### src/audio_params.svh
`ifndef AUDIO_PARAMS_SVH
`define AUDIO_PARAMS_SVH

// Channel count and per-channel buffering
`define AUDIO_CHANNELS 4
`define AUDIO_FIFO_DEPTH 4

// Rate register value after reset
`define AUDIO_DEFAULT_RATE 32'd17

// CPU register map
`define AUDIO_REG_RATE 8'hf0
`define AUDIO_REG_BUSY 8'h01

`endif

### src/audio_pkg.sv
package audio_pkg;

	// One signed PCM sample
	typedef logic signed [15:0] sample_t;

	typedef logic [31:0] word_t;
	typedef logic [31:0] address_t;

	// Transfer length in words
	typedef logic [23:0] count_t;

	// 15 is unity gain
	typedef logic [3:0] volume_t;

	typedef enum logic [1:0] {
		IDLE,
		FETCH,
		WAIT,
		DONE
	} channel_state_t;

endpackage

### src/audio_channel.sv
`timescale 1ns/1ps
`include "audio_params.svh"

module audio_channel (
	input logic i_clock,
	input logic i_reset,
	input logic i_setup_strobe,
	input logic i_setup_stereo,
	input audio_pkg::address_t i_setup_address,
	input audio_pkg::count_t i_setup_count,
	input audio_pkg::volume_t i_volume,
	output logic o_dma_request,
	output audio_pkg::address_t o_dma_address,
	input logic i_dma_ready,
	input audio_pkg::word_t i_dma_rdata,
	input logic i_sample_strobe,
	output logic o_busy,
	output audio_pkg::sample_t o_sample_left,
	output audio_pkg::sample_t o_sample_right
);

	localparam int PTR_WIDTH = $clog2(`AUDIO_FIFO_DEPTH);

	audio_pkg::channel_state_t state;
	audio_pkg::count_t words_left;
	audio_pkg::address_t pending_address;
	logic discard;
	logic stereo;
	logic half;

	audio_pkg::word_t fifo [`AUDIO_FIFO_DEPTH];
	logic [PTR_WIDTH-1:0] wr_ptr;
	logic [PTR_WIDTH-1:0] rd_ptr;
	logic [PTR_WIDTH:0] fifo_count;
	logic fifo_empty;
	logic fifo_full;
	logic push;
	logic pop;
	audio_pkg::word_t head;
	audio_pkg::sample_t sample_low;
	audio_pkg::sample_t sample_high;

	// Gain of volume plus one, in sixteenths
	function automatic audio_pkg::sample_t scale(
		input audio_pkg::sample_t sample,
		input audio_pkg::volume_t volume
	);
		logic signed [5:0] gain;
		logic signed [21:0] product;
		logic signed [21:0] shifted;
		gain = $signed({2'b00, volume}) + 6'sd1;
		product = 22'(sample) * 22'(gain);
		shifted = product >>> 4;
		return shifted[15:0];
	endfunction

	assign fifo_empty = fifo_count == '0;
	assign fifo_full = fifo_count == (PTR_WIDTH + 1)'(`AUDIO_FIFO_DEPTH);
	assign head = fifo[rd_ptr];
	assign sample_low = head[15:0];
	assign sample_high = head[31:16];

	assign push = (state == audio_pkg::WAIT) && i_dma_ready && !discard && !i_setup_strobe;
	// Mono words stay until their high half has played
	assign pop = i_sample_strobe && !fifo_empty && (stereo || half);

	assign o_dma_request = state == audio_pkg::WAIT;
	assign o_busy = (words_left != '0) || !fifo_empty;

	always_ff @(posedge i_clock) begin
		if (i_reset) begin
			state <= audio_pkg::IDLE;
			words_left <= '0;
			discard <= 1'b0;
			stereo <= 1'b0;
		end else if (i_setup_strobe) begin
			words_left <= i_setup_count;
			stereo <= i_setup_stereo;
			if (state == audio_pkg::WAIT && !i_dma_ready) begin
				// Old read still outstanding, drop its data when it lands
				discard <= 1'b1;
				pending_address <= i_setup_address;
			end else begin
				discard <= 1'b0;
				o_dma_address <= i_setup_address;
				state <= (i_setup_count != '0) ? audio_pkg::WAIT : audio_pkg::DONE;
			end
		end else begin
			case (state)
				audio_pkg::FETCH: begin
					if (words_left == '0)
						state <= audio_pkg::DONE;
					else if (!fifo_full)
						state <= audio_pkg::WAIT;
				end
				audio_pkg::WAIT: begin
					if (i_dma_ready && discard) begin
						discard <= 1'b0;
						o_dma_address <= pending_address;
						state <= (words_left != '0) ? audio_pkg::FETCH : audio_pkg::DONE;
					end else if (i_dma_ready) begin
						o_dma_address <= o_dma_address + 32'd4;
						words_left <= words_left - 24'd1;
						state <= (words_left == 24'd1) ? audio_pkg::DONE : audio_pkg::FETCH;
					end
				end
				default: begin
				end
			endcase
		end
	end

	always_ff @(posedge i_clock) begin
		if (push)
			fifo[wr_ptr] <= i_dma_rdata;
	end

	// Setup flushes the buffer
	always_ff @(posedge i_clock) begin
		if (i_reset || i_setup_strobe) begin
			wr_ptr <= '0;
			rd_ptr <= '0;
			fifo_count <= '0;
			half <= 1'b0;
		end else begin
			if (push)
				wr_ptr <= wr_ptr + PTR_WIDTH'(1);
			if (pop)
				rd_ptr <= rd_ptr + PTR_WIDTH'(1);
			if (i_sample_strobe && !fifo_empty && !stereo)
				half <= !half;
			case ({push, pop})
				2'b10: fifo_count <= fifo_count + (PTR_WIDTH + 1)'(1);
				2'b01: fifo_count <= fifo_count - (PTR_WIDTH + 1)'(1);
				default: begin
				end
			endcase
		end
	end

	always_ff @(posedge i_clock) begin
		if (i_reset) begin
			o_sample_left <= '0;
			o_sample_right <= '0;
		end else if (i_sample_strobe) begin
			if (fifo_empty) begin
				// Underrun plays silence
				o_sample_left <= '0;
				o_sample_right <= '0;
			end else if (stereo) begin
				o_sample_left <= scale(sample_low, i_volume);
				o_sample_right <= scale(sample_high, i_volume);
			end else if (half) begin
				o_sample_left <= scale(sample_high, i_volume);
				o_sample_right <= scale(sample_high, i_volume);
			end else begin
				o_sample_left <= scale(sample_low, i_volume);
				o_sample_right <= scale(sample_low, i_volume);
			end
		end
	end

endmodule

### src/audio_registers.sv
`timescale 1ns/1ps
`include "audio_params.svh"

module audio_registers (
	input logic i_clock,
	input logic i_reset,
	input logic i_request,
	input logic i_rw,
	input logic [7:0] i_address,
	input audio_pkg::word_t i_wdata,
	output audio_pkg::word_t o_rdata,
	output logic o_ready,
	input logic [`AUDIO_CHANNELS-1:0] i_busy,
	output logic [`AUDIO_CHANNELS-1:0] o_setup_strobe,
	output logic [`AUDIO_CHANNELS-1:0] o_setup_stereo,
	output audio_pkg::address_t o_setup_address0, o_setup_address1,
	output audio_pkg::address_t o_setup_address2, o_setup_address3,
	output audio_pkg::count_t o_setup_count0, o_setup_count1,
	output audio_pkg::count_t o_setup_count2, o_setup_count3,
	output audio_pkg::volume_t o_volume0, o_volume1, o_volume2, o_volume3,
	output audio_pkg::word_t o_sample_rate
);

	// Per-channel offsets within each block of four
	localparam logic [1:0] OFFSET_ADDRESS = 2'd0;
	localparam logic [1:0] OFFSET_SETUP = 2'd1;
	localparam logic [1:0] OFFSET_VOLUME = 2'd2;

	audio_pkg::address_t setup_address [`AUDIO_CHANNELS];
	audio_pkg::count_t setup_count [`AUDIO_CHANNELS];
	audio_pkg::volume_t volume [`AUDIO_CHANNELS];
	logic [1:0] channel;
	logic channel_hit;

	assign channel = i_address[3:2];
	assign channel_hit = i_address[7:4] == 4'h0;

	always_ff @(posedge i_clock) begin
		if (i_reset) begin
			o_ready <= 1'b0;
			o_setup_strobe <= '0;
			o_sample_rate <= `AUDIO_DEFAULT_RATE;
			for (int i = 0; i < `AUDIO_CHANNELS; i++)
				volume[i] <= 4'hf;
		end else begin
			o_setup_strobe <= '0;
			if (i_request && !o_ready) begin
				o_ready <= 1'b1;
				if (!i_rw) begin
					case (i_address)
						8'h00: o_rdata <= o_sample_rate;
						`AUDIO_REG_BUSY: o_rdata <= 32'(i_busy);
						default: o_rdata <= '0;
					endcase
				end else if (i_address == `AUDIO_REG_RATE) begin
					o_sample_rate <= i_wdata;
				end else if (channel_hit) begin
					case (i_address[1:0])
						OFFSET_ADDRESS: setup_address[channel] <= i_wdata;
						OFFSET_SETUP: begin
							setup_count[channel] <= i_wdata[23:0];
							o_setup_stereo[channel] <= i_wdata[29];
							o_setup_strobe[channel] <= 1'b1;
						end
						OFFSET_VOLUME: volume[channel] <= i_wdata[3:0];
						default: begin
						end
					endcase
				end
			end else if (!i_request) begin
				o_ready <= 1'b0;
			end
		end
	end

	assign o_setup_address0 = setup_address[0];
	assign o_setup_address1 = setup_address[1];
	assign o_setup_address2 = setup_address[2];
	assign o_setup_address3 = setup_address[3];
	assign o_setup_count0 = setup_count[0];
	assign o_setup_count1 = setup_count[1];
	assign o_setup_count2 = setup_count[2];
	assign o_setup_count3 = setup_count[3];
	assign o_volume0 = volume[0];
	assign o_volume1 = volume[1];
	assign o_volume2 = volume[2];
	assign o_volume3 = volume[3];

endmodule

### src/audio_dma_arbiter.sv
`timescale 1ns/1ps
`include "audio_params.svh"

module audio_dma_arbiter (
	input logic i_clock,
	input logic i_reset,
	input logic [`AUDIO_CHANNELS-1:0] i_request,
	input audio_pkg::address_t i_address0, i_address1, i_address2, i_address3,
	output logic [`AUDIO_CHANNELS-1:0] o_ready,
	output logic o_dma_request,
	output audio_pkg::address_t o_dma_address,
	input logic i_dma_ready
);

	localparam int POINTER_WIDTH = $clog2(`AUDIO_CHANNELS);

	logic [POINTER_WIDTH-1:0] pointer;
	audio_pkg::address_t addresses [`AUDIO_CHANNELS];

	assign addresses[0] = i_address0;
	assign addresses[1] = i_address1;
	assign addresses[2] = i_address2;
	assign addresses[3] = i_address3;

	// Only the granted channel sees the ready pulse
	assign o_ready = (o_dma_request && i_dma_ready) ?
		(`AUDIO_CHANNELS'(1) << pointer) : '0;

	// o_dma_request doubles as the grant lock
	always_ff @(posedge i_clock) begin
		if (i_reset) begin
			pointer <= '0;
			o_dma_request <= 1'b0;
		end else if (o_dma_request) begin
			if (i_dma_ready) begin
				o_dma_request <= 1'b0;
				pointer <= pointer + POINTER_WIDTH'(1);
			end
		end else if (i_request[pointer]) begin
			o_dma_request <= 1'b1;
		end else begin
			pointer <= pointer + POINTER_WIDTH'(1);
		end
	end

	// Address frozen once granted
	always_ff @(posedge i_clock) begin
		if (!o_dma_request)
			o_dma_address <= addresses[pointer];
	end

endmodule

### src/audio_mixer.sv
`timescale 1ns/1ps

module audio_mixer (
	input logic i_clock,
	input logic i_reset,
	input audio_pkg::sample_t i_left0, i_left1, i_left2, i_left3,
	input audio_pkg::sample_t i_right0, i_right1, i_right2, i_right3,
	output audio_pkg::sample_t o_left,
	output audio_pkg::sample_t o_right
);

	// Two guard bits cover four full-scale inputs
	logic signed [17:0] sum_left;
	logic signed [17:0] sum_right;

	function automatic audio_pkg::sample_t clamp(input logic signed [17:0] sum);
		if (sum > 18'sd32767)
			return 16'h7fff;
		if (sum < -18'sd32768)
			return 16'h8000;
		return sum[15:0];
	endfunction

	assign sum_left = 18'(i_left0) + 18'(i_left1) + 18'(i_left2) + 18'(i_left3);
	assign sum_right = 18'(i_right0) + 18'(i_right1) + 18'(i_right2) + 18'(i_right3);

	always_ff @(posedge i_clock) begin
		if (i_reset) begin
			o_left <= '0;
			o_right <= '0;
		end else begin
			o_left <= clamp(sum_left);
			o_right <= clamp(sum_right);
		end
	end

endmodule

### src/audio_controller.sv
`timescale 1ns/1ps
`include "audio_params.svh"

module audio_controller (
	input logic i_clock,
	input logic i_reset,
	input logic i_request,
	input logic i_rw,
	input logic [7:0] i_address,
	input audio_pkg::word_t i_wdata,
	output audio_pkg::word_t o_rdata,
	output logic o_ready,
	output logic o_dma_request,
	output audio_pkg::address_t o_dma_address,
	input logic i_dma_ready,
	input audio_pkg::word_t i_dma_rdata,
	input logic i_sample_strobe,
	output audio_pkg::word_t o_sample_rate,
	output audio_pkg::sample_t o_sample_left,
	output audio_pkg::sample_t o_sample_right
);

	logic [`AUDIO_CHANNELS-1:0] setup_strobe;
	logic [`AUDIO_CHANNELS-1:0] setup_stereo;
	logic [`AUDIO_CHANNELS-1:0] busy;
	logic [`AUDIO_CHANNELS-1:0] dma_request;
	logic [`AUDIO_CHANNELS-1:0] dma_ready;
	audio_pkg::address_t setup_address0, setup_address1, setup_address2, setup_address3;
	audio_pkg::count_t setup_count0, setup_count1, setup_count2, setup_count3;
	audio_pkg::volume_t volume0, volume1, volume2, volume3;
	audio_pkg::address_t dma_address0, dma_address1, dma_address2, dma_address3;
	audio_pkg::sample_t left0, left1, left2, left3;
	audio_pkg::sample_t right0, right1, right2, right3;

	audio_registers registers (
		.i_clock(i_clock), .i_reset(i_reset),
		.i_request(i_request), .i_rw(i_rw), .i_address(i_address), .i_wdata(i_wdata),
		.o_rdata(o_rdata), .o_ready(o_ready), .i_busy(busy),
		.o_setup_strobe(setup_strobe), .o_setup_stereo(setup_stereo),
		.o_setup_address0(setup_address0), .o_setup_address1(setup_address1),
		.o_setup_address2(setup_address2), .o_setup_address3(setup_address3),
		.o_setup_count0(setup_count0), .o_setup_count1(setup_count1),
		.o_setup_count2(setup_count2), .o_setup_count3(setup_count3),
		.o_volume0(volume0), .o_volume1(volume1), .o_volume2(volume2), .o_volume3(volume3),
		.o_sample_rate(o_sample_rate)
	);

	audio_channel ch0 (
		.i_clock(i_clock), .i_reset(i_reset),
		.i_setup_strobe(setup_strobe[0]), .i_setup_stereo(setup_stereo[0]),
		.i_setup_address(setup_address0), .i_setup_count(setup_count0), .i_volume(volume0),
		.o_dma_request(dma_request[0]), .o_dma_address(dma_address0),
		.i_dma_ready(dma_ready[0]), .i_dma_rdata(i_dma_rdata),
		.i_sample_strobe(i_sample_strobe), .o_busy(busy[0]),
		.o_sample_left(left0), .o_sample_right(right0)
	);

	audio_channel ch1 (
		.i_clock(i_clock), .i_reset(i_reset),
		.i_setup_strobe(setup_strobe[1]), .i_setup_stereo(setup_stereo[1]),
		.i_setup_address(setup_address1), .i_setup_count(setup_count1), .i_volume(volume1),
		.o_dma_request(dma_request[1]), .o_dma_address(dma_address1),
		.i_dma_ready(dma_ready[1]), .i_dma_rdata(i_dma_rdata),
		.i_sample_strobe(i_sample_strobe), .o_busy(busy[1]),
		.o_sample_left(left1), .o_sample_right(right1)
	);

	audio_channel ch2 (
		.i_clock(i_clock), .i_reset(i_reset),
		.i_setup_strobe(setup_strobe[2]), .i_setup_stereo(setup_stereo[2]),
		.i_setup_address(setup_address2), .i_setup_count(setup_count2), .i_volume(volume2),
		.o_dma_request(dma_request[2]), .o_dma_address(dma_address2),
		.i_dma_ready(dma_ready[2]), .i_dma_rdata(i_dma_rdata),
		.i_sample_strobe(i_sample_strobe), .o_busy(busy[2]),
		.o_sample_left(left2), .o_sample_right(right2)
	);

	audio_channel ch3 (
		.i_clock(i_clock), .i_reset(i_reset),
		.i_setup_strobe(setup_strobe[3]), .i_setup_stereo(setup_stereo[3]),
		.i_setup_address(setup_address3), .i_setup_count(setup_count3), .i_volume(volume3),
		.o_dma_request(dma_request[3]), .o_dma_address(dma_address3),
		.i_dma_ready(dma_ready[3]), .i_dma_rdata(i_dma_rdata),
		.i_sample_strobe(i_sample_strobe), .o_busy(busy[3]),
		.o_sample_left(left3), .o_sample_right(right3)
	);

	audio_dma_arbiter arbiter (
		.i_clock(i_clock), .i_reset(i_reset), .i_request(dma_request),
		.i_address0(dma_address0), .i_address1(dma_address1),
		.i_address2(dma_address2), .i_address3(dma_address3),
		.o_ready(dma_ready), .o_dma_request(o_dma_request),
		.o_dma_address(o_dma_address), .i_dma_ready(i_dma_ready)
	);

	audio_mixer mixer (
		.i_clock(i_clock), .i_reset(i_reset),
		.i_left0(left0), .i_left1(left1), .i_left2(left2), .i_left3(left3),
		.i_right0(right0), .i_right1(right1), .i_right2(right2), .i_right3(right3),
		.o_left(o_sample_left), .o_right(o_sample_right)
	);

endmodule

### config.mk
export PLATFORM = sky130hd
export DESIGN_NAME = audio_controller
export DESIGN_NICKNAME = d
export VERILOG_FILES = /design/src/audio_pkg.sv /design/src/audio_channel.sv /design/src/audio_registers.sv /design/src/audio_dma_arbiter.sv /design/src/audio_mixer.sv /design/src/audio_controller.sv
export VERILOG_INCLUDE_DIRS = /design/src /design/src/src
export SDC_FILE = /design/constraint.sdc
export NUM_CORES = 2
export LEC_CHECK = 0
export BUFFER_PORTS_ARGS = -buffer_cell sky130_fd_sc_hd__buf_2
export CORE_MARGIN = 4
export CORE_UTILIZATION = 50
export DETAILED_ROUTE_END_ITERATION = 7
export GPL_TIMING_DRIVEN = 1
export PLACE_DENSITY = 0.7
export SLEW_MARGIN = 15
export SYNTH_ARGS = -nofsm -noshare
export SYNTH_HDL_FRONTEND = slang
export SYNTH_SLANG_ARGS = --single-unit
### constraint.sdc
create_clock -name i_clock -period 12 [get_ports i_clock]
set_input_delay 0.6 -clock i_clock [delete_from_list [all_inputs] [get_ports i_clock]]
set_output_delay 0.6 -clock i_clock [all_outputs]
set_load 0.05 [all_outputs]
==> results.sh <==
export IMPL_clock_path_buffers=3
export IMPL_grt_max_degree=142
export IMPL_hpwl_microns=157000
export IMPL_fill_cells=13700
export IMPL_synth_cell_types=86
export IMPL_cts_tree="yes"
export IMPL_clkLatencyLatePin_ns=0.80
export IMPL_synth_fp_nets=8060
export IMPL_clkTransAtPathRegs_ns=0.06
export IMPL_avgSynthCellArea_sq_um=11.3
export IMPL_fin_setup_tns_ns=0
export IMPL_worst_setup_path_end_kind="flip-flop"
export IMPL_async_flop_share_pct=0
export IMPL_synth_edff_count=1076
export IMPL_areaGrowthSynthToFinish_pct=10.5
export IMPL_ys_seq_area_share_pct=48.2
export IMPL_power_density_nw_per_um2=133
export IMPL_initial_utilization_pct=50.3
export IMPL_die_area_sq_um=170000
export IMPL_skew_ns=0.0543
export IMPL_wl_per_cell_microns=22.4
export IMPL_die_h_microns=412
export IMPL_place_congestion=0.951
export IMPL_cts_hold_buffers_added=0
export IMPL_cp_arrival_ns=7.21
export IMPL_path_class="reg2reg"
export IMPL_layout_drive_gt1_share_pct=10.1
export IMPL_routed_wl_met3_microns=17100
export IMPL_syn_inst=7206
export IMPL_seqPwrFrac_pct=45.5
export IMPL_hold_viol=0
export IMPL_synth_warning_count=0
export IMPL_rsz0062_at_grt="false"
export IMPL_rows=148
export IMPL_core_sq_um=163000
export IMPL_wl_met2_microns=101000
export IMPL_syn_cell_area_sq_um=81700
export IMPL_pwr_share_clk_pct=38.6
export IMPL_power_leakage_nw=34.5
export IMPL_htreeDepth=4
export IMPL_cp_start_kind="flip-flop"
export IMPL_setup_viol=0
export IMPL_fmax_mhz=152
export IMPL_p_int_w=0.00867
export IMPL_final_common_cell="edfxtp_1"
export IMPL_yosys_register_bits=1428
export IMPL_drv_cap=0
export IMPL_p_sw_w=0.00332
export IMPL_viasPerCell=5.62
export IMPL_postCtsSetupBuffers=0
export IMPL_drt_iter0_drc=4983
export IMPL_antenna_left=0
export IMPL_layout_min_cycle_time_ns=6.57
export IMPL_grt_pass1_wl_microns=328000
export IMPL_ioPinCount=208
export IMPL_final_nets=8226
export IMPL_firstDrtPassIters=5
export IMPL_die_w_microns=412
export IMPL_wl_met1_microns=91200
export IMPL_min_path_type="in2reg"
export IMPL_grt_pass1_vias=53600
export IMPL_drc_errors=0
export IMPL_worstMarginPinSlew_ns=1.17
export IMPL_dr_max_layer_used="met5"
export IMPL_grt_overflow=0
export IMPL_final_util_pct=55.5
export IMPL_vias=54400
export IMPL_cp_required_ns=12.64
export IMPL_comb_power_share_pct=15.9
export IMPL_finalWirelength_microns=217000
export IMPL_mostFrequentLayoutCells="edfxtp_1 (1,076), inv_1 (826), nand2_1 (529)"
export IMPL_post_cts_resized=0
export IMPL_root_buffer="clkbuf_16"
export IMPL_finalMaxSlewViolations=0
export IMPL_antenna_found_initial=11
export IMPL_fin_crit_sh_pct=54.8
export IMPL_synth_top_flop_cell="edfxtp_1"
export IMPL_port_buffers=207
export IMPL_ir_worst_vdd_mv=0.199
export IMPL_clock_sinks=1428
export IMPL_grt_usage_pct=25.5
export IMPL_slew_headroom_pct=21.7
export IMPL_path_max_fanout=33
export IMPL_swShare_pct=27.7
export IMPL_cts_buffers=150
export IMPL_status="finished, final reports clean"
[final timing paths]
path,start,end,slack [ns],cells after the start
worst min-delay path,i_wdata[31],registers.setup_address[1][31],0.07,1
worst min register to register,registers.setup_address[3][15],ch3.pending_address[15],0.43,0
worst max-delay path,registers.volume[1][0],ch1.o_sample_left[12],5.43,19
worst max register to register,registers.volume[1][0],ch1.o_sample_left[12],5.43,19
[power by group through the flow]
stage	clock (W)	combinational (W)	sequential [W]
final	0.00463	0.00190	0.00546
after floorplan	0	0.00114	0.00574
after global routing	0.00492	0.00209	0.00546
after global placement	0	0.00187	0.00556
after CTS	0.00469	0.00191	0.00546
after detailed placement	0	0.00190	0.00557
[critical path, stage by stage, from the launching register on]
cell      delay, ns
edfxtp_1       1.13
ha_1           0.43
xor2_2         0.58
buf_4          0.32
and2_1         0.17
fa_1           0.45
fa_1           0.55
inv_1          0.05
fa_1           0.47
inv_1          0.04
ha_1           0.34
a21o_1         0.23
a21o_1         0.18
a21o_1         0.20
a211oi_2       0.32
o21ai_1        0.15
a31oi_1        0.22
xor2_1         0.18
nor2_1         0.07
a221o_1        0.35
[per-layer routing]
layer  track usage [%]  vias to the layer above
li1                  -                    25000
met1              35.4                    27100
met2              40.9                     1908
met3              4.53                      380
met4              8.43                        2
met5                 0                        -
[per-stage QoR]
stage / area (sq um) / total power [W] / hold slack, ns / cells / setup slack [ns]
final: 90300 / 0.0120 / 0.0703 / 9679 / 5.43
after global routing: 90200 / 0.0125 / 0.0419 / 9672 / 5.08
after floorplan: 81700 / 0.00688 / 0.420 / 7206 / 6.07
after CTS: 90200 / 0.0121 / 0.0239 / 9672 / 5.11
after detailed placement: 85300 / 0.00747 / 0.432 / 9395 / 5.15
after global placement: 85200 / 0.00743 / 0.425 / 9395 / 5.34
[cell usage after synthesis, types with 53 or more instances]
library cell	n	area [sq um]
and2_1	340	2130
mux4_2	157	3540
nor2b_1	331	2070
o21ai_1	103	515
nand3_1	98	490
mux2i_1	72	721
xnor2_1	227	1990
clkbuf_1	235	882
dfxtp_1	352	7050
edfxtp_1	1076	32300
o21ai_0	173	866
nor2_1	536	2010
a21oi_1	427	2140
inv_1	826	3100
ha_1	338	4230
fa_1	438	8770
nor3_1	94	470
nand2_1	529	1990
nor4_1	53	332
xor2_1	153	1340
[cell families (layout without fill, tap and decap cells)]
logic type | Yosys count | after routing | synth area share (%)
AOI/OAI and AO/OA | 1022 | 1022 | 7.43
xor gates and xnor gates | 380 | 380 | 4.07
adders and majority gates | 776 | 776 | 15.9
buffers and inverters | 1106 | 1397 | 5.10
DFF | 1428 | 1428 | 48.2
muxes | 249 | 249 | 5.49
other | 0 | 7 | 0
and+or+nand+nor | 2245 | 2245 | 13.8
[layout make-up]
| type | instances | area [sq um] | area share, % |
|---|---|---|---|
| Sequential cell | 1428 | 39400 | 43.6 |
| Inverter | 830 | 3120 | 3.45 |
| Clock buffer | 199 | 4110 | 4.56 |
| Antenna cell | 7 | 17.5 | 0.0194 |
| Timing Repair Buffer | 290 | 1680 | 1.86 |
| Tap cell | 2175 | 2720 | 3.02 |
| Multi-Input combinational cell | 4672 | 38400 | 42.5 |
| Clock inverter | 78 | 851 | 0.943 |
[state kept, by name, summed over array words and instances, names as in the netlist, 24 cells and up, named ones only]
register and cells:
ch3.words_left 24, ch3.pending_address 32, arbiter.o_dma_address 32, ch0.o_dma_address 32
ch3.fifo 128, registers.setup_address 128, ch2.fifo 128, ch2.pending_address 32
ch0.words_left 24, ch0.pending_address 32, ch2.words_left 24, registers.setup_count 96
registers.o_rdata 32, ch2.o_dma_address 32, ch1.fifo 128, ch0.fifo 128
ch1.words_left 24, ch1.o_dma_address 32, ch3.o_dma_address 32, registers.o_sample_rate 32
ch1.pending_address 32
Note: power is estimated with default switching activity, not from simulation.
